$ cat config.mk
export PLATFORM = sky130hd
export DESIGN_NAME = major_state_seq
export DESIGN_NICKNAME = d
export VERILOG_FILES = /design/src/pdp8_pkg.sv /design/src/major_state_seq.sv
export SDC_FILE = /design/constraint.sdc
export NUM_CORES = 1
export LEC_CHECK = 0
export ABC_AREA = 1
export ABC_CLOCK_PERIOD_IN_PS = 1200
export BUFFER_PORTS_ARGS = -buffer_cell sky130_fd_sc_hd__clkbuf_2
export CELL_PAD_IN_SITES_DETAIL_PLACEMENT = 2
export CELL_PAD_IN_SITES_GLOBAL_PLACEMENT = 2
export CORE_MARGIN = 3
export CORE_UTILIZATION = 22
export DETAILED_ROUTE_END_ITERATION = 12
export GPL_ROUTABILITY_DRIVEN = 0
export HOLD_SLACK_MARGIN = 0.03
export PLACE_DENSITY_LB_ADDON = 0.1
export SLEW_MARGIN = 25
export SYNTH_ARGS = -nofsm -noshare
export SYNTH_HDL_FRONTEND = slang
export SYNTH_SLANG_ARGS = --single-unit
$ cat constraint.sdc
create_clock -name clk -period 1.2 [get_ports clk]
set_clock_uncertainty 0.05 [all_clocks]
set_input_delay 0 -clock clk [delete_from_list [all_inputs] [get_ports clk]]
set_output_delay 0 -clock clk [all_outputs]
set_load 0.01 [all_outputs]
$ cat src/pdp8_pkg.sv
package pdp8_pkg;

    localparam int WORD_W    = 12;                      // Machine word
    localparam int ADDR_W    = 15;                      // Field plus 12-bit address
    localparam int MEM_WORDS = 32768;                   // Eight fields of 4K

    localparam logic [0:WORD_W-1] NOP_WORD = 12'o7000;  // Instruction after reset

    // Every processor cycle runs x0, xW, x1, x2, x3
    typedef enum logic [4:0] {
        F0,
        FW,
        F1,
        F2,
        F3,
        D0,
        DW,
        D1,
        D2,
        D3,
        E0,
        EW,
        E1,
        E2,
        E3,
        H0,
        HW,
        H1,
        H2,
        H3,
        DB0,                                            // Data break, three clocks
        DB1,
        DB2
    } major_state_t;

    typedef enum logic [2:0] {
        AND,                                            // 0xxx
        TAD,
        ISZ,
        DCA,
        JMS,
        JMP,
        IOT,
        OPR                                             // 7xxx
    } opcode_t;

endpackage

$ cat src/major_state_seq.sv
`timescale 1ns/10ps

module major_state_seq (
    input  logic                        clk,
    input  logic                        reset,
    input  logic                        run,
    input  logic [0:pdp8_pkg::WORD_W-1] instruction,
    input  logic                        data_break,
    output pdp8_pkg::major_state_t      state
);

    pdp8_pkg::major_state_t next_state;
    pdp8_pkg::major_state_t instr_end;                  // Where a finished instruction goes
    pdp8_pkg::opcode_t      op;
    logic                   indirect;

    assign op       = pdp8_pkg::opcode_t'(instruction[0:2]);
    assign indirect = instruction[3];

    always_comb begin
        instr_end = pdp8_pkg::H0;
        if (run) begin
            instr_end = pdp8_pkg::F0;
        end
        case (state)
            pdp8_pkg::F0: begin
                if (data_break) begin
                    next_state = pdp8_pkg::DB0;
                end else begin
                    next_state = pdp8_pkg::FW;
                end
            end
            pdp8_pkg::FW: next_state = pdp8_pkg::F1;
            pdp8_pkg::F1: next_state = pdp8_pkg::F2;
            pdp8_pkg::F2: next_state = pdp8_pkg::F3;
            pdp8_pkg::F3: begin
                if (op == pdp8_pkg::IOT || op == pdp8_pkg::OPR) begin
                    next_state = instr_end;
                end else if (indirect) begin
                    next_state = pdp8_pkg::D0;
                end else if (op == pdp8_pkg::JMP) begin
                    next_state = instr_end;
                end else begin
                    next_state = pdp8_pkg::E0;
                end
            end
            pdp8_pkg::D0: next_state = pdp8_pkg::DW;
            pdp8_pkg::DW: next_state = pdp8_pkg::D1;
            pdp8_pkg::D1: next_state = pdp8_pkg::D2;
            pdp8_pkg::D2: next_state = pdp8_pkg::D3;
            pdp8_pkg::D3: begin
                if (op == pdp8_pkg::JMP) begin
                    next_state = instr_end;
                end else begin
                    next_state = pdp8_pkg::E0;
                end
            end
            pdp8_pkg::E0: next_state = pdp8_pkg::EW;
            pdp8_pkg::EW: next_state = pdp8_pkg::E1;
            pdp8_pkg::E1: next_state = pdp8_pkg::E2;
            pdp8_pkg::E2: next_state = pdp8_pkg::E3;
            pdp8_pkg::E3: next_state = instr_end;
            pdp8_pkg::H0: next_state = pdp8_pkg::HW;
            pdp8_pkg::HW: next_state = pdp8_pkg::H1;
            pdp8_pkg::H1: next_state = pdp8_pkg::H2;
            pdp8_pkg::H2: next_state = pdp8_pkg::H3;
            pdp8_pkg::H3: next_state = instr_end;   // Panel loop until run
            pdp8_pkg::DB0: next_state = pdp8_pkg::DB1;
            pdp8_pkg::DB1: next_state = pdp8_pkg::DB2;
            pdp8_pkg::DB2: next_state = pdp8_pkg::F0;  // Fetch starts over
            default: next_state = pdp8_pkg::H0;
        endcase
    end

    always_ff @(posedge clk) begin
        if (reset) begin
            state <= pdp8_pkg::H0;
        end else begin
            state <= next_state;
        end
    end

endmodule

==> results by group <==
Timing
  – RSZ-0062 raised after global routing: true
  – Final setup TNS: -952.0 ps
  – Final setup fails: 5
  – Slew @ Worst Pin: around 390 ps
  – Final Max Tran Viols: 0
  – Fmax: between 600 and 700 MHz
  – Final worst slack: -243.7 ps
  – Final hold violation count: 0
  – Final min period: roughly 1400 ps
  – Max-slew headroom: 0.7362
  – Final Cycle Share: 1.203

Finish
  – Fill count: roughly 360
  – Share of layout cells above drive strength 1: 0.5915
  – Area growth syn-to-layout: 69.64%
  – Max reg flops: 5
  – Most common cell after layout, fill and taps aside: buf_4
  – Non-filler cells in the finished layout: between 200 and 250
  – Top reg by flops: state
  – Most frequent cells in the layout: buf_4 (23), nand2_1 (22), nor2_1 (12), clkbuf_2 (12), nand3_1 (10)
  – Nets@finish: between 150 and 200
  – Largest registers: state x5
  – Ant diodes: 0

Power and ir drop
  – Switching share of power: 0.5484
  – LEAKAGE: about 0.6 nW
  – Maximum ir drop on the vdd rail: around 560 uV
  – Pwr dens: ~2500 mW/mm2
  – Pwr Total: 2.963 mW
  – Clock power share: 0.067
  – Psw: roughly 1.6 mW
  – Internal: about 1.3 mW
  – Combinational power share: 0.758
  – Sequential share of power: 0.175

Synthesis
  – Post-synth cell types: 21
  – Synthesized area: roughly 700 um2
  – Post-synth EDFFs: 0
  – Syn Area/Cell: 5.743 um2
  – Synth warnings: 0
  – Post-Syn Nets: 138
  – Seq cells post-synth: 5
  – Seq/Total Area, Yosys: 0.1429
  – Synthesized instance count: 122
  – Asr flop ratio synth: 0
  – Ys flop type: dfxtp_1

Routing
  – Final WL: 3648 um
  – Vias per cell: 4.883
  – Initial drt markers: 29
  – DRC Markers: 0
  – Pre-Repair DR Iteration Count: 4
  – Antenna-violating nets left: 0
  – Drt wl/cell: around 18 um
  – Vias: between 1000 and 1500

Floorplanning
  – Core Area: between 0.002 and 0.003 mm2
  – Overall die height: roughly 62 um
  – Initial core utilization: 0.2416
  – Die ar.: between 0.003 and 0.004 mm2
  – Ports: 21
  – FP Rows: 19
  – Width of the die: 62.44 um

Run
  – Max-capacitance violation count: 0

Outcome
  – Outcome: finished with violations
  – Violated checks: negative setup slack

Clock network
  – CTS root buf: clkbuf_4
  – CTS max path bufs: 2
  – CTS tree: done
  – Clock sinks: 5
  – H-tree levels: 1
  – Skew-Pair Late Insertion Delay: about 240 ps
  – Cts bufs inserted: 3
  – CTS clock-pin slew for the worst setup and hold paths: 50 ps

Worst setup path
  – Worst r2r src: state[3]
  – Crit start category: flip-flop
  – Worst Path Required: roughly 1300 ps
  – Worst-path maximum fanout: 6
  – CP Launch Point: state[3]
  – Worst Path Arrival: between 1500 and 2000 ps
  – Critical Path End Type: flip-flop
  – Critical path type: flip-flop to flip-flop

Global routing
  – Total GRT Usage: 0.1699
  – Pin count of the biggest net entering global routing: 11
  – Gr ovfl total: 0
  – Initial antenna violation count: 0
  – First-pass GRT wire length: between 5000 and 6000 um
  – Vias in the first global route: approximately 1000

Place
  – Port bufs: 12
  – Dpl cells: ~190
  – Detailed-placement wirelength estimate: roughly 2500 um
  – Pre-CTS setup slack: -243.8 ps

Worst hold path
  – Hold path startpoint: run
  – Tightest Hold Check Type: input port to flip-flop
==> power groups by stage <==
stage | logic, mW | registers (mW) | clock network (mW)
2_1_floorplan | 1.23 | 0.386 | 0
3_3_place_gp | 1.72 | 0.482 | 0
3_5_place_dp | 1.74 | 0.493 | 0
4_1_cts | 1.83 | 0.517 | 0.203
5_1_grt | 2.45 | 0.529 | 0.224
6_report | 2.25 | 0.518 | 0.198
==> stage by stage <==
stage	area [um2]	util	hold slack, ps
6_report	1189	0.4098	162.6
5_1_grt	1189	0.4098	155.2
4_1_cts	1060	0.3654	155.2
3_5_place_dp	968.4	0.3339	188.6
3_3_place_gp	968.4	0.3339	198.2
2_1_floorplan	754.5	-	12.00
==> critical path, cell delays in order, from the launching register on <==
cell     delay (ps)
dfxtp_4         390
inv_6            90
nand2_4          60
buf_4           140
nor2_1          180
nor2_2          100
nand3_2         100
inv_2            50
nand2_4          90
nand3_4          80
==> Yosys cell counts, types with 3 or more instances <==
cell type / instances / area, um2
dfxtp_1: 5 / 100.1
nor2_2: 4 / 25.02
nor2_1: 20 / 75.07
nand4_1: 4 / 25.02
nand2_1: 26 / 97.59
nand3_1: 12 / 60.06
nand3_2: 7 / 70.07
inv_2: 9 / 33.78
o211ai_1: 4 / 30.03
nand2_2: 7 / 43.79
buf_4: 3 / 22.52
inv_1: 8 / 30.03
==> logic make-up (layout without fill, tap and decap cells) <==
kind of cell           after synthesis  in the layout  synth area share
AO/OA/AOI/OAI                       10             10           0.08750
flip-flops                           5              5            0.1429
AND/OR/NAND/NOR                     86             86            0.6375
buffers and inverters               21             63            0.1321
==> layout make-up <==
| type | instances | area [um2] | area share |
|---|---|---|---|
| Timing Repair Buffer | 41 | 299.0 | 0.2516 |
| Clock buffer | 4 | 26.28 | 0.02211 |
| Inverter | 18 | 82.58 | 0.06947 |
| Tap cell | 42 | 52.55 | 0.04421 |
| Multi-Input combinational cell | 96 | 609.3 | 0.5126 |
| Sequential cell | 5 | 118.9 | 0.1000 |
==> worst paths after layout <==
| check | to | slack, ps | cells past startpoint |
|---|---|---|---|
| max | state[1] | -240 | 9 |
| min | state[3] | 160 | 4 |
| max reg2reg | state[1] | -240 | 9 |
| min reg2reg | state[4] | 560 | 2 |
==> metal layers <==
layer  part of all wire  up-vias  GRT usage
li1                   -      476          -
met1               0.43      502     0.2024
met2               0.53       24     0.3023
met3              0.023        4    0.02158
met4              0.016        0    0.07438
met5                  0        -          0
==> what timing repair did <==
action	CTS	global route
hold endpoints to repair	3	0
gates resized for setup	13	22
buffers inserted	2	8
endpoints found under the setup margin	5	5
pin swaps	4	13
hold buffers	1	0
Power figures use the tool's default switching activity.
