$ cat config.mk
export PLATFORM = sky130hd
export DESIGN_NAME = mem_arbiter
export DESIGN_NICKNAME = d
export VERILOG_FILES = /design/src/pdp8_pkg.sv /design/src/mem_arbiter.sv
export SDC_FILE = /design/constraint.sdc
export NUM_CORES = 1
export LEC_CHECK = 0
export ABC_AREA = 1
export BUFFER_PORTS_ARGS = -buffer_cell sky130_fd_sc_hd__buf_2
export CAP_MARGIN = 5
export CORE_ASPECT_RATIO = 0.9
export CORE_MARGIN = 10
export CORE_UTILIZATION = 27
export DETAILED_ROUTE_END_ITERATION = 12
export PLACE_DENSITY = 0.84
export SLEW_MARGIN = 25
export SYNTH_ARGS = -nofsm -noshare
export SYNTH_HDL_FRONTEND = slang
export SYNTH_SLANG_ARGS = --single-unit
$ cat constraint.sdc
create_clock -name clk -period 0.95 [get_ports clk]
set_clock_uncertainty 0.2 [all_clocks]
set_input_delay 0.0475 -clock clk [delete_from_list [all_inputs] [get_ports clk]]
set_output_delay 0.0475 -clock clk [all_outputs]
set_load 0.005 [all_outputs]
$ cat src/pdp8_pkg.sv
package pdp8_pkg;

    localparam int WORD_W    = 12;                      // Machine word
    localparam int ADDR_W    = 15;                      // Field plus 12-bit address
    localparam int MEM_WORDS = 32768;                   // Eight fields of 4K

    localparam logic [0:WORD_W-1] NOP_WORD = 12'o7000;  // Instruction after reset

    // Every processor cycle runs x0, xW, x1, x2, x3
    typedef enum logic [4:0] {
        F0,
        FW,
        F1,
        F2,
        F3,
        D0,
        DW,
        D1,
        D2,
        D3,
        E0,
        EW,
        E1,
        E2,
        E3,
        H0,
        HW,
        H1,
        H2,
        H3,
        DB0,                                            // Data break, three clocks
        DB1,
        DB2
    } major_state_t;

    typedef enum logic [2:0] {
        AND,                                            // 0xxx
        TAD,
        ISZ,
        DCA,
        JMS,
        JMP,
        IOT,
        OPR                                             // 7xxx
    } opcode_t;

endpackage

$ cat src/mem_arbiter.sv
`timescale 1ns/10ps

module mem_arbiter (
    input  logic                        clk,
    input  logic                        reset,
    input  pdp8_pkg::major_state_t      state,
    input  logic                        dma_req,
    input  logic [0:pdp8_pkg::ADDR_W-1] ma_addr,
    input  logic [0:pdp8_pkg::WORD_W-1] ma_wdata,
    input  logic                        ma_we,
    input  logic [0:pdp8_pkg::ADDR_W-1] dma_addr,
    input  logic [0:pdp8_pkg::WORD_W-1] dma_wdata,
    input  logic                        dma_we,
    output logic [0:pdp8_pkg::ADDR_W-1] mem_addr,
    output logic [0:pdp8_pkg::WORD_W-1] mem_wdata,
    output logic                        mem_we,
    output logic                        data_break
);

    logic grant;
    logic grab;

    assign grab       = (state == pdp8_pkg::F0) & dma_req;  // Only between instructions
    assign data_break = grant | grab;

    always_ff @(posedge clk) begin
        if (reset) begin
            grant <= 1'b0;
        end else if (grab) begin
            grant <= 1'b1;
        end else if (state == pdp8_pkg::DB2) begin
            grant <= 1'b0;                              // Processor gets it back in F0
        end
    end

    always_comb begin
        if (data_break) begin
            mem_addr  = dma_addr;
            mem_wdata = dma_wdata;
            mem_we    = dma_we;
        end else begin
            mem_addr  = ma_addr;
            mem_wdata = ma_wdata;
            mem_we    = ma_we;
        end
    end

endmodule

==> flow_metrics.tcl, run 1 <==
set metrics [dict create \
    largest-register "grant" \
    die-area_um2 4720 \
    reg2reg_to "grant" \
    synth.yosys.seq_area_share 0.0313 \
    place_ws_ns -0.268 \
    crit_path_start_kind "input pin" \
    mostFrequentLayoutCell "buf_2" \
    synthAdderAreaFrac 0 \
    ys_ff_latch 1 \
    worstMarginPinSlew_ns 0.170 \
    path_cells "buf_8 -> nor2_4 -> nand3_4 -> buf_6 -> buf_6 -> buf_6 -> nand3_2 -> nand2_1 -> buf_2" \
    top_regs "grant x1" \
    seq_power_share 0.093 \
    drtIter0Drc 40 \
    track_usage 0.123 \
    p_per_area_nw_per_um2 340 \
    r2r_slack_ns -0.06 \
    grt_pass1_vias 1065 \
    p_int_mw 0.297 \
    antenna_found_initial 0 \
    synth_top_family_by_area "simple AND/OR/NAND/NOR gates" \
    layout_common_cells "buf_2 (86), nand2_1 (57), nand3_2 (26)" \
    synth.area.mux_share 0 \
    syn2layout_area_growth_pct 115 \
    grt_max_degree 12 \
    synth_compound_area_frac 0 \
    dpl.hpwl_mm 2.44 \
    coreArea_um2 2220 \
    max_freq_ghz 0.854 \
    synth_nets 174 \
    use_met3 0.0526 \
    critPathArrivalTime_ns 0.92 \
    cts_hold_buf 0 \
    p_sw_mw 0.171 \
    worstSkewPairLatency_ns 0 \
    fin_crit_sh 1.23 \
    yosys.area_share.simple 0.783 \
    regToRegStartpoint "grant" \
    largest_reg_flops 1 \
    vias 1028 \
    drive_gt1_frac 0.678 \
    worstPathMaxFanout 3 \
    p_leak_nw 0.870 \
    slew-limit-headroom 0.887 \
    pwr-share-comb 0.907 \
    ys_types 11 \
    ant_nets 0 \
    cts.clk_slew.worst_paths_ns 0 \
    hold_depth 4 \
    swShare 0.365 \
    overflow 0 \
    hp-start "reset" \
    slew_violations 0 \
    die_w_um 71.3 \
    start_util 0.288 \
    worstSetupPathType "input pin to output port" \
    grtUsageMet1 0.127 \
    end_kind "output port" \
    num_io_pins 93 \
    crit_top_cell "buf_6" \
    max_stage_delay_ns 0.14 \
    post-route-util 0.620 \
    vias_per_cell 4.37 \
    maxCapViolCount 0 \
    finalHoldViolCount 0 \
    worstRegToRegCells 5 \
    n_antenna_cell 0 \
    status "complete, but fails checks" \
    syn_inst 110 \
    required_ns 0.70 \
    setup_viol 30 \
    fin_crit_ns 1.17 \
    globalplace.congestion 0.704 \
    vdd_ir_drop_max_mv 0.297 \
    top_usage_layer "met2" \
    portBuffers 92 \
    ys_warn_count 0 \
    rows 16 \
    finalWirelength_mm 3.14 \
    whs_endpoint "grant" \
    synth.avg_cell_area_um2 5.81 \
    holdCritPathClass "input pin to flop" \
    die-height_um 66.2 \
    hold_ws_ns 0.0885 \
    rsz0062_at_grt "true" \
    wl_per_cell_um 13.4 \
    synth_area_um2 639 \
    synth-xor-area-share 0 \
    fin_ws_ns -0.220 \
    num-nets-final 274 \
    grt_use_met2 0.236 \
    first_pass_iters 4 \
    violations "setup timing" \
    p_clk_frac 0 \
    slowest_stage "buf_6" \
    drc_errors 0 \
    grt_pass1_wl_mm 5.00 \
]
[logic make-up after synthesis]
kind of cell,after synthesis
AND/OR/NAND/NOR,94
flip-flops,1
buffers and inverters,15
[metrics by stage]
stage	cell area (um^2)	power [mW]	setup TNS [ns]	cells
6_report	1380	0.468	-4.94	235
5_1_grt	1380	0.517	-6.50	235
4_1_cts	1350	0.464	-4.92	235
3_5_place_dp	1120	0.414	-7.04	228
3_3_place_gp	1120	0.407	-6.22	228
2_1_floorplan	658	0.188	-0.771	110
[how the worst max path moves through the flow]
stage | start | end | cells past startpoint
6_report | state[1] | mem_addr[10] | 9
5_1_grt | state[1] | mem_addr[10] | 9
4_1_cts | state[2] | mem_addr[10] | 9
3_5_place_dp | state[1] | mem_addr[8] | 8
3_3_place_gp | state[3] | mem_addr[8] | 8
2_1_floorplan | grant | mem_addr[10] | 5
[cells in the mapped netlist]
| cell | n | area, um^2 |
|---|---|---|
| dfxtp_1 | 1 | 20.0 |
| nand3_1 | 9 | 45.0 |
| nand2_1 | 57 | 214 |
| nand3_2 | 21 | 210 |
| buf_6 | 1 | 11.3 |
| nor2_1 | 5 | 18.8 |
| buf_12 | 2 | 40.0 |
| inv_1 | 6 | 22.5 |
| nand2_2 | 1 | 6.26 |
| buf_4 | 6 | 45.0 |
| nor2_2 | 1 | 6.26 |
[per-layer routing]
layer / part of all wire / vias up
li1: - / 545
met1: 0.35 / 424
met2: 0.51 / 59
met3: 0.15 / 0
met4: 0 / 0
met5: 0 / -
[final cells by class]
class | count | area [um^2]
inverters | 6 | 22.5
multi-input cells | 94 | 563
flip-flops and latches | 1 | 20.0
repair buffers | 107 | 738
well taps | 27 | 33.8
fillers | 216 | 845
[power groups by stage]
stage	combinational, mW	sequential, mW	clock (mW)
after global routing	0.473	0.0436	0
after detailed placement	0.370	0.0436	0
after floorplan	0.144	0.0436	0
after CTS	0.420	0.0436	0
after global placement	0.363	0.0436	0
final	0.424	0.0436	0
[repair_timing]
action / CTS / global route
pin swaps: 7 / 4
buffers inserted: 5 / 0
resized for setup: 29 / 7
cloned: 3 / 0
endpoints found under the setup margin: 30 / 30
[worst max-delay path, delay by kind of cell]
family	cells	cell delay, ns
buffers and inverters	5	0.57
and+or+nand+nor	4	0.30
Power figures use the tool's default switching activity.
==> run 2, diff against run 1 <==
Settings changed: CELL_PAD_IN_SITES_DETAIL_PLACEMENT set to 2, CELL_PAD_IN_SITES_GLOBAL_PLACEMENT set to 2, CORE_UTILIZATION 27 to 12, PLACE_DENSITY 0.84 to 0.9.
Clock period 0.95 ns to 1.4 ns, I/O delays scaled along.
==> flow_metrics.tcl, run 2 (same netlist as run 1, synthesis figures left out) <==
set metrics [dict create \
    status "completed" \
    end_kind "output port" \
    crit_start "state[1]" \
    dpl.hpwl_mm 3.49 \
    die-area_um2 8650 \
    largest_reg_flops 1 \
    portBuffers 92 \
    fill_cells 665 \
    vdd_ir_drop_max_mv 0.0795 \
    maxCapViolCount 0 \
    drtIter0Drc 28 \
    worstSkewPairLatency_ns 0 \
    grt_pass1_vias 1174 \
    coreArea_um2 5220 \
    slew_violations 0 \
    drc_errors 0 \
    ant_nets 0 \
    p_total_mw 0.287 \
    rows 25 \
    p_leak_nw 0.752 \
    finalWirelength_mm 3.87 \
    die_w_um 96.9 \
    cts_setup_buffers 0 \
    cts_resized 0 \
    die-height_um 89.2 \
    p_per_area_nw_per_um2 248 \
    hp-start "reset" \
    vias_per_cell 4.08 \
    n_antenna_cell 0 \
    layout_common_cells "buf_2 (92), nand2_1 (57), nand3_2 (21)" \
    setup_viol 0 \
    fin_crit_ns 1.23 \
    cts.clk_slew.worst_paths_ns 0 \
    holdCritPathClass "input pin to flop" \
    max_stage_delay_ns 0.17 \
    cts_hold_buf 0 \
    globalplace.congestion 0.738 \
    grt_pass1_wl_mm 5.83 \
    path_cells "buf_2 -> nor2_1 -> nand3_2 -> nand2_2 -> buf_4 -> nand2_1 -> nand2_1 -> buf_2" \
    track_usage 0.0792 \
    slowest_stage "buf_4" \
    fin_crit_sh 0.880 \
    multi_input_area_um2 500 \
    crit_path_start_kind "input pin" \
    wl_per_cell_um 14.6 \
    antenna_found_initial 0 \
    num_io_pins 93 \
    max_freq_ghz 0.811 \
    r2r_slack_ns 0.31 \
    start_util 0.122 \
    regToRegStartpoint "grant" \
    syn2layout_area_growth_pct 81.0 \
    worstSetupPathType "input pin to output port" \
    drive_gt1_frac 0.608 \
    grt_max_degree 26 \
    top_regs "grant x1" \
    largest-register "grant" \
    critPathArrivalTime_ns 0.96 \
    worstPathMaxFanout 8 \
    rsz0062_at_grt "false" \
    overflow 0 \
    mostFrequentLayoutCell "buf_2" \
    first_pass_iters 4 \
    register_area_um2 20.0 \
    worstMarginPinSlew_ns 0.229 \
    slew-limit-headroom 0.847 \
    required_ns 1.13 \
    vias 1086 \
    finalHoldViolCount 0 \
    num-nets-final 265 \
    fin_setup_tns_ns 0 \
]
-- run 2: cell types whose count changed in the layout (fill, tap and decap cells not counted), moves of 5 or more --
cell / change
nand3_2: -5
nand3_1: +6
buf_2: +6
buf_6: -12
-- run 2: cell type report --
cell class / instances / area share
well taps: 67 / 0.0724
flip-flops and latches: 1 / 0.0173
repair buffers: 98 / 0.458
multi-input cells: 94 / 0.432
inverters: 6 / 0.0195
-- run 2: report_power, final --
group	internal (mW)	leakage [nW]	switching, mW
combinational	0.146	0.743	0.112
sequential	0.0295	0.00807	0.0000987
clock	0	0	0
total	0.175	0.752	0.112
-- run 2: per-stage QoR --
stage	hold slack (ns)	util	cell area (um^2)	std cells	worst slack, ns
final	0.113	0.222	1160	266	0.167
after global routing	0.144	0.222	1160	266	0.0145
after CTS	0.122	0.222	1160	266	0.139
after detailed placement	0.121	0.222	1160	266	0.140
after global placement	0.118	0.222	1160	266	0.195
after floorplan	0.0175	-	639	110	0.301
-- run 2: worst max-delay path: cells and delay by family --
family / cells / cell delay [ns]
buffers and inverters: 3 / 0.39
AND/OR/NAND/NOR: 5 / 0.51
-- run 2: path summary, 6_finish.rpt --
kind	end	depth (start not counted)
setup / recovery	mem_addr[6]	8
hold / removal	grant	4
setup reg to reg	grant	5
hold reg to reg	grant	5
-- run 2: metal layers --
metal  routed length, um  track usage  vias up
met5                   0            0        -
met3                 240       0.0170        2
met2                2130        0.157       46
met1                1470       0.0878      515
li1                    -            -      523
met4                  29      0.00669        0
