==> src/pdp8_pkg.sv <==
package pdp8_pkg;

    localparam int WORD_W    = 12;                      // Machine word
    localparam int ADDR_W    = 15;                      // Field plus 12-bit address
    localparam int MEM_WORDS = 32768;                   // Eight fields of 4K

    localparam logic [0:WORD_W-1] NOP_WORD = 12'o7000;  // Instruction after reset

    // Every processor cycle runs x0, xW, x1, x2, x3
    typedef enum logic [4:0] {
        F0,
        FW,
        F1,
        F2,
        F3,
        D0,
        DW,
        D1,
        D2,
        D3,
        E0,
        EW,
        E1,
        E2,
        E3,
        H0,
        HW,
        H1,
        H2,
        H3,
        DB0,                                            // Data break, three clocks
        DB1,
        DB2
    } major_state_t;

    typedef enum logic [2:0] {
        AND,                                            // 0xxx
        TAD,
        ISZ,
        DCA,
        JMS,
        JMP,
        IOT,
        OPR                                             // 7xxx
    } opcode_t;

endpackage

==> src/mem_addr_unit.sv <==
`timescale 1ns/10ps

module mem_addr_unit (
    input  logic                        clk,
    input  logic                        reset,
    input  pdp8_pkg::major_state_t      state,
    input  logic [0:pdp8_pkg::WORD_W-1] ac,
    input  logic [0:pdp8_pkg::WORD_W-1] sr,
    input  logic                        sw,
    input  logic                        skip,
    input  logic [0:2]                  IF,
    input  logic [0:2]                  DF,
    input  logic                        load_addr,
    input  logic                        deposit,
    input  logic                        load_ext,
    input  logic                        examine,
    input  logic [0:pdp8_pkg::WORD_W-1] mem_rdata,
    output logic [0:pdp8_pkg::ADDR_W-1] ma_addr,
    output logic [0:pdp8_pkg::WORD_W-1] ma_wdata,
    output logic                        ma_we,
    output logic [0:pdp8_pkg::WORD_W-1] instruction,
    output logic [0:pdp8_pkg::WORD_W-1] mdout,
    output logic [0:pdp8_pkg::ADDR_W-1] eaddr
);

    logic [0:pdp8_pkg::WORD_W-1] pc;
    logic [0:pdp8_pkg::WORD_W-1] next_pc;
    logic [0:pdp8_pkg::WORD_W-1] skip_pc;
    logic [0:pdp8_pkg::WORD_W-1] idx_tmp;               // Incremented auto-index pointer
    logic [0:pdp8_pkg::WORD_W-1] page_addr;
    logic                        index;
    logic                        panel_adv;             // Deposit or examine seen in H1
    pdp8_pkg::opcode_t           op;

    assign op        = pdp8_pkg::opcode_t'(instruction[0:2]);
    assign page_addr = {(instruction[4] ? pc[0:4] : 5'b00000), instruction[5:11]};
    assign ma_addr   = eaddr;

    always_ff @(posedge clk) begin
        if (reset) begin
            eaddr       <= '0;
            instruction <= pdp8_pkg::NOP_WORD;
            ma_we       <= 1'b0;
            index       <= 1'b0;
            panel_adv   <= 1'b0;
        end else begin
            ma_we <= 1'b0;                              // Write strobe lasts one clock
            case (state)
                pdp8_pkg::F0: pc <= eaddr[3:14];
                pdp8_pkg::FW: begin
                    instruction <= mem_rdata;
                    mdout       <= mem_rdata;
                end
                pdp8_pkg::F2: begin
                    next_pc <= pc + 12'o0001;
                    skip_pc <= pc + 12'o0002;
                end
                pdp8_pkg::F3: begin
                    case (op)
                        pdp8_pkg::IOT, pdp8_pkg::OPR: begin
                            if (skip) begin
                                eaddr <= {IF, skip_pc};
                            end else begin
                                eaddr <= {IF, next_pc};
                            end
                        end
                        default: eaddr <= {IF, page_addr};  // Operand or JMP target
                    endcase
                end
                pdp8_pkg::D0: index <= (eaddr[3:11] == 9'o001);  // Pointer in 0010 to 0017
                pdp8_pkg::DW: mdout <= mem_rdata;
                pdp8_pkg::D1: begin
                    if (index) begin
                        ma_wdata <= mdout + 12'o0001;
                        idx_tmp  <= mdout + 12'o0001;
                        ma_we    <= 1'b1;               // Pointer written back in D2
                    end
                end
                pdp8_pkg::D3: begin
                    if (index) begin
                        eaddr[3:14] <= idx_tmp;
                        index       <= 1'b0;
                    end else begin
                        eaddr[3:14] <= mdout;
                    end
                    case (op)
                        pdp8_pkg::JMP, pdp8_pkg::JMS: eaddr[0:2] <= IF;
                        default: eaddr[0:2] <= DF;      // Data references use DF
                    endcase
                end
                pdp8_pkg::EW: mdout <= mem_rdata;
                pdp8_pkg::E1: begin
                    case (op)
                        pdp8_pkg::ISZ: begin
                            ma_wdata <= mdout + 12'o0001;
                            ma_we    <= 1'b1;
                            if (mdout == 12'o7777) begin
                                next_pc <= skip_pc;
                            end
                        end
                        pdp8_pkg::DCA: begin
                            ma_wdata <= ac;
                            ma_we    <= 1'b1;
                        end
                        pdp8_pkg::JMS: begin
                            ma_wdata <= next_pc;        // Return address
                            ma_we    <= 1'b1;
                        end
                        default: ;
                    endcase
                end
                pdp8_pkg::E2: begin
                    if (op == pdp8_pkg::JMS) begin
                        next_pc <= eaddr[3:14] + 12'o0001;  // Continue past the link word
                    end
                end
                pdp8_pkg::E3: eaddr <= {IF, next_pc};
                pdp8_pkg::HW: mdout <= mem_rdata;
                pdp8_pkg::H1: begin
                    panel_adv <= deposit | examine;
                    if (load_addr) begin
                        eaddr[3:14] <= sw ? 12'o7777 : sr;
                    end else if (deposit) begin
                        ma_wdata <= sr;
                        ma_we    <= 1'b1;
                    end else if (load_ext) begin
                        eaddr[0:2] <= sr[6:8];
                    end
                end
                pdp8_pkg::H2: begin
                    if (panel_adv) begin
                        eaddr[3:14] <= eaddr[3:14] + 12'o0001;
                    end
                end
                default: ;
            endcase
        end
    end

endmodule

==> config.mk <==
export PLATFORM = sky130hd
export DESIGN_NAME = mem_addr_unit
export DESIGN_NICKNAME = d
export VERILOG_FILES = /design/src/pdp8_pkg.sv /design/src/mem_addr_unit.sv
export SDC_FILE = /design/constraint.sdc
export NUM_CORES = 1
export LEC_CHECK = 0
export BUFFER_PORTS_ARGS = -buffer_cell sky130_fd_sc_hd__clkbuf_2
export CAP_MARGIN = 10
export CELL_PAD_IN_SITES_DETAIL_PLACEMENT = 0
export CELL_PAD_IN_SITES_GLOBAL_PLACEMENT = 2
export CORE_ASPECT_RATIO = 1.25
export CORE_MARGIN = 2
export CORE_UTILIZATION = 34
export DETAILED_ROUTE_END_ITERATION = 6
export PLACE_DENSITY = 0.84
export SLEW_MARGIN = 20
export SYNTH_ARGS = -nofsm -noshare
export SYNTH_HDL_FRONTEND = slang
export SYNTH_SLANG_ARGS = --single-unit
==> constraint.sdc <==
create_clock -name clk -period 4.81 [get_ports clk]
set_input_delay 0.962 -clock clk [delete_from_list [all_inputs] [get_ports clk]]
set_output_delay 0.962 -clock clk [all_outputs]
set_load 0.005 [all_outputs]
==> impl_metrics.env, run 1 <==
export IMPL_cts_htree_levels=3
export IMPL_synth_top_area_share_pct=36.96
export IMPL_grt_ovfl_total=0
export IMPL_synthCells=580
export IMPL_cp_start_kind="input pin"
export IMPL_pre_cts_ws_ps=1460
export IMPL_period_share_pct=62.48
export IMPL_die_h_um=150.6
export IMPL_async_reset_ff_share_pct=0
export IMPL_crit_type="input pin to flip-flop"
export IMPL_power_per_cell_area_mw_per_mm2=275.2
export IMPL_gp_congestion=0.8916
export IMPL_cts_tree="built"
export IMPL_ys_top_cells_by_count="edfxtp_1 (72), nand2_1 (68), o21ai_0 (44)"
export IMPL_grtUsageTotal_pct=20.99
export IMPL_start_util_pct=34.73
export IMPL_p_leak_nw=2.467
export IMPL_crit_family="simple AND/OR/NAND/NOR gates"
export IMPL_die_x_um=121.3
export IMPL_post_route_drc_count=0
export IMPL_hpwl_um=14570
export IMPL_cp_data_arrival_time_ps=3250
export IMPL_clkSinkCount=102
export IMPL_core_mm2=0.01684
export IMPL_grt_pass1_vias=4810
export IMPL_grt_antenna_before_repair=0
export IMPL_synthTopCellsByArea="edfxtp_1 (37%), dfxtp_1 (10%), nand2_1 (4.4%)"
export IMPL_worstPathRequired_ps=5050
export IMPL_drv_cap=0
export IMPL_cts_path_max_buffers=2
export IMPL_cts_setup_buffers=0
export IMPL_ys_warn_count=0
export IMPL_setup_viol=0
export IMPL_yosysTopAreaCell="edfxtp_1"
export IMPL_yosys_most_used_dff="edfxtp_1"
export IMPL_worst_pin_slew_ps=1149
export IMPL_timing_slew_headroom_pct=23.00
export IMPL_fp_row_count=53
export IMPL_numCtsBuffers=9
export IMPL_status="finished, final reports clean"
export IMPL_ys_seq_area_share_pct=47.23
export IMPL_cp_end_kind="flip-flop"
export IMPL_path_cells="clkbuf_2 -> or3b_4 -> nor2_4 -> or3_1 -> o211ai_2 -> a221o_1 -> a32o_1"
export IMPL_io_buffers=121
export IMPL_rsz0062_at_grt="no"
export IMPL_antenna_left=0
export IMPL_yosysMostFrequentCell="edfxtp_1"
export IMPL_wl_per_cell_um=21.25
export IMPL_die_area_mm2=0.01828
export IMPL_layout_drive_gt1_share_pct=24.74
export IMPL_synth_area_per_cell_um2=10.09
export IMPL_peakVddDrop_uv=150.2
export IMPL_drt_pass1_iter_count=5
export IMPL_syn_num_nets=639
export IMPL_fin_tns_setup_ps=0
export IMPL_finalWorstSetupSlack_ps=1805
export IMPL_vias=4992
export IMPL_drv_slew=0
export IMPL_cp_slowest_stage_delay_ps=550
export IMPL_power_mw=1.861
export IMPL_routed_via_density=5.578
export IMPL_cp_num_buf_inv=1
export IMPL_skew_ps=10.97
export IMPL_placed_area_mm2=0.006502
export IMPL_diodes=0
export IMPL_crit_fanout=20
export IMPL_min_period_ps=3005
export IMPL_path_clk_slew_ps=60
export IMPL_crit_slowest_cell="or3_1"
export IMPL_cts_root_buffer="clkbuf_16"
export IMPL_yosys_cell_types_count=61
export IMPL_synth_edf_count=72
export IMPL_synth_area_mm2=0.005849
export IMPL_cts_hold_buf=0
export IMPL_area_growth_pct=15.57
export IMPL_nNetsFinal=729
export IMPL_ys_seq_elements=102
export IMPL_grt_max_degree=30
export IMPL_drt_iter0_drc=439
export IMPL_io_pins=122
export IMPL_max_freq_mhz=332.8
export IMPL_hold_path_class="flip-flop to flip-flop"
export IMPL_hold_viol_final=0
export IMPL_final_area_mm2=0.006760
export IMPL_wl_um=19020
export IMPL_clock_latency_ps=360
export IMPL_grt_pass1_wl_um=28470
export IMPL_cts_resized=0
==> registers in the layout, summed over array words and instances, names as in the netlist, 12 cells and up <==
| signal | flops |
|---|---|
| mdout | 12 |
| idx_tmp | 12 |
| skip_pc | 12 |
| pc | 12 |
| ma_wdata | 12 |
| eaddr | 15 |
| instruction | 12 |
| next_pc | 12 |
==> final timing paths <==
check                      start        endpoint  slack (ps)  depth (start not counted)
hold reg to reg   instruction[3]  instruction[3]         470                          2
hold / removal    instruction[3]  instruction[3]         470                          2
setup reg to reg  instruction[0]    ma_wdata[10]        1930                          5
setup / recovery        state[4]        eaddr[3]        1800                          7
==> per-stage QoR <==
step | hold WS, ps | std cells | util (%)
2_1_floorplan | 452.7 | 580 | -
3_3_place_gp | 444.4 | 879 | 38.61
3_5_place_dp | 455.1 | 879 | 38.61
4_1_cts | 471.1 | 895 | 40.12
5_1_grt | 505.6 | 895 | 40.14
6_report | 469.3 | 895 | 40.14
==> cell type report <==
type,instances,area [um2]
multi-input combinational,419,2768
fill,1697,10080
tap,220,275.3
inverter,9,33.78
clock buffer,14,244.0
clock inverter,2,11.26
timing repair buffer,129,665.6
sequential,102,2763
==> kinds of logic after synthesis <==
logic type	Yosys count	synth area share, %
multiplexers	25	4.321
adder cells (fa/ha/maj)	4	0.8556
buffers and inverters	59	5.861
flip-flops	102	47.23
AO/OA/AOI/OAI	165	20.34
XOR/XNOR	40	5.989
AND/OR/NAND/NOR	185	15.40
==> cells in the final DEF, fill, tap and decap left out, types with 14 or more instances in the layout <==
master / instances
o211ai_1: 17
nand2_1: 68
and3_1: 14
o21ai_0: 44
a21oi_1: 30
nand3_1: 21
mux2i_1: 23
xor2_1: 23
nor2_1: 32
dfxtp_1: 30
a22oi_1: 17
xnor2_1: 17
clkbuf_2: 121
edfxtp_1: 72
==> tightest hold or removal path, delay by kind of cell, from the launching register on <==
kind | cells | cell delay (ps)
and+or+nand+nor | 1 | 50
DFF | 1 | 310
AOI/OAI and AO/OA | 1 | 60
==> layer usage <==
metal	track usage [%]	vias to the layer above	share of wire, %
met5	0	-	0
met3	2.462	32	5.3
met1	26.85	2389	43
li1	-	2351	-
met4	9.080	0	2.9
met2	35.73	220	49
==> where the power goes <==
group | switching [mW] | leakage (nW) | internal [mW]
Sequential | 0.0330 | 0.892 | 0.956
Combinational | 0.116 | 1.45 | 0.0815
Clock | 0.322 | 0.125 | 0.352
Power figures use the tool's default switching activity.
==> run 2: changes to the inputs <==
==> constraint.sdc (replaced) <==
create_clock -name clk -period 2.8 [get_ports clk]
set_input_delay 0.56 -clock clk [delete_from_list [all_inputs] [get_ports clk]]
set_output_delay 0.56 -clock clk [all_outputs]
set_load 0.005 [all_outputs]
==> impl_metrics.env, run 2 (synthesis results as in run 1) <==
export IMPL_min_period_ps=2407
export IMPL_drt_pass1_iter_count=5
export IMPL_grt_pass1_wl_um=28570
export IMPL_vias=5062
export IMPL_die_area_mm2=0.01828
export IMPL_top_register="eaddr"
export IMPL_cp_start_kind="flip-flop"
export IMPL_gp_congestion=0.9075
export IMPL_io_pins=122
export IMPL_cts_root_buffer="clkbuf_16"
export IMPL_grt_max_degree=27
export IMPL_crit_slowest_cell="edfxtp_1"
export IMPL_routed_via_density=5.520
export IMPL_rsz0062_at_grt="no"
export IMPL_worstPathRequired_ps=2850
export IMPL_start_util_pct=34.73
export IMPL_clock_latency_ps=360
export IMPL_wl_um=18970
export IMPL_cts_setup_buffers=0
export IMPL_cts_tree="built"
export IMPL_path_cells="ha_1 -> inv_1 -> nor2_1 -> nand3_1 -> or3_1 -> a21oi_1 -> buf_4"
export IMPL_drv_cap=0
export IMPL_numCtsBuffers=9
export IMPL_crit_fanout=12
export IMPL_cts_path_max_buffers=2
export IMPL_fin_tns_setup_ps=0
export IMPL_p_leak_nw=2.574
export IMPL_power_per_cell_area_mw_per_mm2=464.9
export IMPL_fp_row_count=53
export IMPL_clkSinkCount=102
export IMPL_area_growth_pct=18.59
export IMPL_nNetsFinal=751
export IMPL_layout_drive_gt1_share_pct=27.26
export IMPL_diodes=0
export IMPL_cp_end_kind="flip-flop"
export IMPL_status="finished, final reports clean"
export IMPL_core_mm2=0.01684
export IMPL_cts_hold_buf=0
export IMPL_drv_slew=0
export IMPL_worst_pin_slew_ps=887.6
export IMPL_grt_pass1_vias=4936
export IMPL_hold_viol_final=0
export IMPL_hpwl_um=14920
export IMPL_finalWorstSetupSlack_ps=393.4
export IMPL_final_common_cell="clkbuf_2"
export IMPL_setup_viol=0
export IMPL_timing_slew_headroom_pct=40.83
export IMPL_num_fill_cells=1704
export IMPL_cp_data_arrival_time_ps=2460
export IMPL_hold_path_class="input pin to flip-flop"
export IMPL_grtUsageTotal_pct=21.15
export IMPL_pre_cts_ws_ps=157.6
export IMPL_peakVddDrop_uv=276.5
export IMPL_grt_ovfl_total=0
export IMPL_drt_iter0_drc=533
export IMPL_skew_ps=11.22
export IMPL_antenna_left=0
export IMPL_post_route_drc_count=0
export IMPL_largest_register_ffs=15
export IMPL_io_buffers=121
export IMPL_wl_per_cell_um=20.69
export IMPL_mostFrequentLayoutCells="clkbuf_2 (121), edfxtp_1 (72), nand2_1 (68), o21ai_0 (44), nor2_1 (33)"
export IMPL_max_freq_mhz=415.5
export IMPL_die_x_um=121.3
export IMPL_cts_htree_levels=3
export IMPL_crit_type="flip-flop to flip-flop"
export IMPL_path_clk_slew_ps=70
export IMPL_cts_resized=0
export IMPL_die_h_um=150.6
export IMPL_period_share_pct=85.95
export IMPL_grt_antenna_before_repair=0
export IMPL_cp_slowest_stage_delay_ps=420
run 2: cell count changes in the layout (fill, tap and decap cells not counted):
cell / delta
a2111oi_2: -1
a2111oi_4: +1
buf_4: +22
clkbuf_1: -5
clkinv_1: +3
clkinvlp_4: +2
inv_4: -1
inv_6: +1
nor2_1: +1
nor2_2: -1
nor4_2: +1
nor4_4: -1
run 2: final timing paths:
path	start	endpoint	slack, ps	depth (start not counted)
max	mdout[10]	next_pc[10]	390	7
max reg2reg	mdout[10]	next_pc[10]	390	7
min reg2reg	instruction[3]	instruction[3]	470	2
min	mem_rdata[6]	mdout[6]	400	1
run 2: final cells by class:
cell class              count  area [um2]  share of cell area [%]
multi-input cells         419        2769                   39.92
flip-flops and latches    102        2763                   39.83
repair buffers            151       830.8                   11.98
well taps                 220       275.3                   3.968
clock buffers               9       225.2                   3.247
clock inverters             7       40.04                  0.5772
inverters                   9       33.78                  0.4870
run 2: worst max-delay path: cells and delay by family, from the launching register on:
family          cells  cell delay, ps
compound gates      1             210
fa+ha+maj           1             240
buf+inv             2             300
flops               1             420
simple gates        3             910
run 2: per-layer routing:
layer	track usage, %	vias up	share of wire (%)
met4	7.126	0	1.9
met3	3.409	20	5.6
li1	-	2397	-
met1	26.86	2457	42
met5	0	-	0
met2	36.54	188	50
run 2: power breakdown:
| group | total (mW) | internal, mW | switching (mW) | leakage (nW) |
|---|---|---|---|---|
| logic | 0.364 | 0.152 | 0.212 | 1.56 |
| clock network | 1.17 | 0.596 | 0.577 | 0.124 |
| registers | 1.69 | 1.64 | 0.0463 | 0.892 |
| total | 3.22 | 2.39 | 0.835 | 2.57 |
run 2: stage by stage:
stage / hold slack (ps) / util [%] / std cells / power, mW / area, um2
2_1_floorplan: 452.7 / - / 580 / 1.927 / 5868
3_3_place_gp: 445.6 / 39.61 / 901 / 2.079 / 6671
3_5_place_dp: 455.8 / 39.61 / 901 / 2.084 / 6671
4_1_cts: 384.6 / 41.18 / 917 / 3.245 / 6937
5_1_grt: 390.2 / 41.18 / 917 / 3.346 / 6937
6_report: 400.5 / 41.18 / 917 / 3.225 / 6937
==> run 3: changes to the inputs <==
--- a/config.mk
+++ b/config.mk
@@ -9,7 +9,7 @@
 export CAP_MARGIN = 10
 export CELL_PAD_IN_SITES_DETAIL_PLACEMENT = 0
 export CELL_PAD_IN_SITES_GLOBAL_PLACEMENT = 2
-export CORE_ASPECT_RATIO = 1.25
+export CORE_ASPECT_RATIO = 0.9
 export CORE_MARGIN = 2
 export CORE_UTILIZATION = 34
 export DETAILED_ROUTE_END_ITERATION = 6
==> impl_metrics.env, run 3 (synthesis results as in run 1) <==
export IMPL_status="finished, final reports clean"
export IMPL_cp_data_arrival_time_ps=2580
export IMPL_gp_congestion=0.8770
export IMPL_peakVddDrop_uv=298.9
export IMPL_cts_tree="built"
export IMPL_cp_start_kind="flip-flop"
export IMPL_diodes=0
export IMPL_cp_end_kind="flip-flop"
export IMPL_path_clk_slew_ps=70
export IMPL_numCtsBuffers=9
export IMPL_cts_path_max_buffers=2
export IMPL_rsz0062_at_grt="no"
export IMPL_r2r_setup_slack_ps=280
export IMPL_nNetsFinal=754
export IMPL_grt_max_degree=31
export IMPL_cts_hold_buf=0
export IMPL_fp_row_count=45
export IMPL_placed_area_mm2=0.006683
export IMPL_crit_family="simple AND/OR/NAND/NOR gates"
export IMPL_p_leak_nw=2.602
export IMPL_io_buffers=121
export IMPL_hold_viol_final=0
export IMPL_layout_drive_gt1_share_pct=27.86
export IMPL_worst_pin_slew_ps=937.5
export IMPL_skew_ps=7.595
export IMPL_fin_tns_setup_ps=0
export IMPL_cts_htree_levels=3
export IMPL_post_route_drc_count=0
export IMPL_hpwl_um=15190
export IMPL_area_growth_pct=19.10
export IMPL_worst_r2r_path_depth=7
export IMPL_grt_pass1_wl_um=29950
export IMPL_max_freq_mhz=396.1
export IMPL_post_place_cells=895
export IMPL_num_fill_cells=1645
export IMPL_final_area_mm2=0.006967
export IMPL_cts_root_buffer="clkbuf_16"
export IMPL_clkSinkCount=102
export IMPL_grt_ovfl_total=0
export IMPL_clock_latency_ps=360
export IMPL_wl_um=19920
export IMPL_critPathLaunch="mdout[11]"
export IMPL_crit_type="flip-flop to flip-flop"
export IMPL_power_per_cell_area_mw_per_mm2=473.4
export IMPL_cp_slowest_stage_delay_ps=540
export IMPL_path_cells="ha_1 -> inv_1 -> nor2_1 -> nand3_1 -> or3_1 -> a21oi_1 -> buf_4"
export IMPL_cp_num_buf_inv=2
export IMPL_wl_per_cell_um=21.87
export IMPL_crit_slowest_cell="edfxtp_1"
export IMPL_period_share_pct=90.17
export IMPL_drv_slew=0
export IMPL_drt_iter0_drc=501
export IMPL_worstPathRequired_ps=2860
export IMPL_mostFrequentLayoutCells="clkbuf_2 (121), edfxtp_1 (72), nand2_1 (68), o21ai_0 (44)"
export IMPL_antenna_left=0
export IMPL_cts_setup_buffers=0
export IMPL_start_util_pct=34.75
export IMPL_largest_register_ffs=15
export IMPL_vias=5239
export IMPL_min_period_ps=2525
export IMPL_timing_rr_end="next_pc[9]"
export IMPL_routed_via_density=5.751
export IMPL_top_register="eaddr"
export IMPL_cts_resized=0
export IMPL_crit_fanout=12
export IMPL_finalWorstSetupSlack_ps=275.1
export IMPL_fin_cells=911
export IMPL_setup_viol=0
export IMPL_die_h_um=128.4
export IMPL_drt_pass1_iter_count=6
export IMPL_drv_cap=0
export IMPL_final_common_cell="clkbuf_2"
export IMPL_grtUsageTotal_pct=21.79
export IMPL_hold_path_class="input pin to flip-flop"
export IMPL_die_x_um=142.3
export IMPL_timing_slew_headroom_pct=37.50
export IMPL_core_mm2=0.01683
export IMPL_io_pins=122
export IMPL_cp_depth=7
export IMPL_critPathCapture="next_pc[9]"
export IMPL_grt_pass1_vias=5095
export IMPL_die_area_mm2=0.01827
export IMPL_r2r_start="mdout[11]"
export IMPL_pre_cts_ws_ps=101.7
export IMPL_holdWs_ps=385.1
export IMPL_grt_antenna_before_repair=0
==> run 3: where the power goes <==
group	switching, mW	leakage [nW]	internal (mW)
clock	0.608	0.138	0.635
sequential	0.0479	0.892	1.64
combinational	0.213	1.57	0.153
==> run 3: metal layers <==
layer	vias to the layer above	share of wire [%]	global-route usage, %
li1	2399	-	-
met5	-	0	0
met3	22	7.1	3.647
met4	0	1.4	5.706
met2	232	46	35.18
met1	2586	45	30.50
==> run 3: final cells by class <==
type / count / area [um2] / area share (%)
repair buffers: 154 / 853.3 / 12.25
inverters: 9 / 33.78 / 0.4849
well taps: 211 / 264.0 / 3.790
clock buffers: 10 / 239.0 / 3.430
multi-input cells: 419 / 2769 / 39.75
flip-flops and latches: 102 / 2763 / 39.66
clock inverters: 6 / 45.04 / 0.6466
==> run 3: how the worst min path moves through the flow <==
stage | from | to | depth (start not counted)
after CTS | mem_rdata[1] | mdout[1] | 1
after global routing | mem_rdata[1] | mdout[1] | 1
after floorplan | instruction[3] | instruction[3] | 2
after global placement | instruction[3] | instruction[3] | 2
after detailed placement | instruction[3] | instruction[3] | 2
final | mem_rdata[1] | mdout[1] | 1
==> run 3: stage by stage <==
stage	utilization (%)	power, mW
6_report	41.38	3.298
5_1_grt	41.38	3.402
4_1_cts	41.38	3.322
3_5_place_dp	39.70	2.086
3_3_place_gp	39.70	2.082
2_1_floorplan	-	1.927
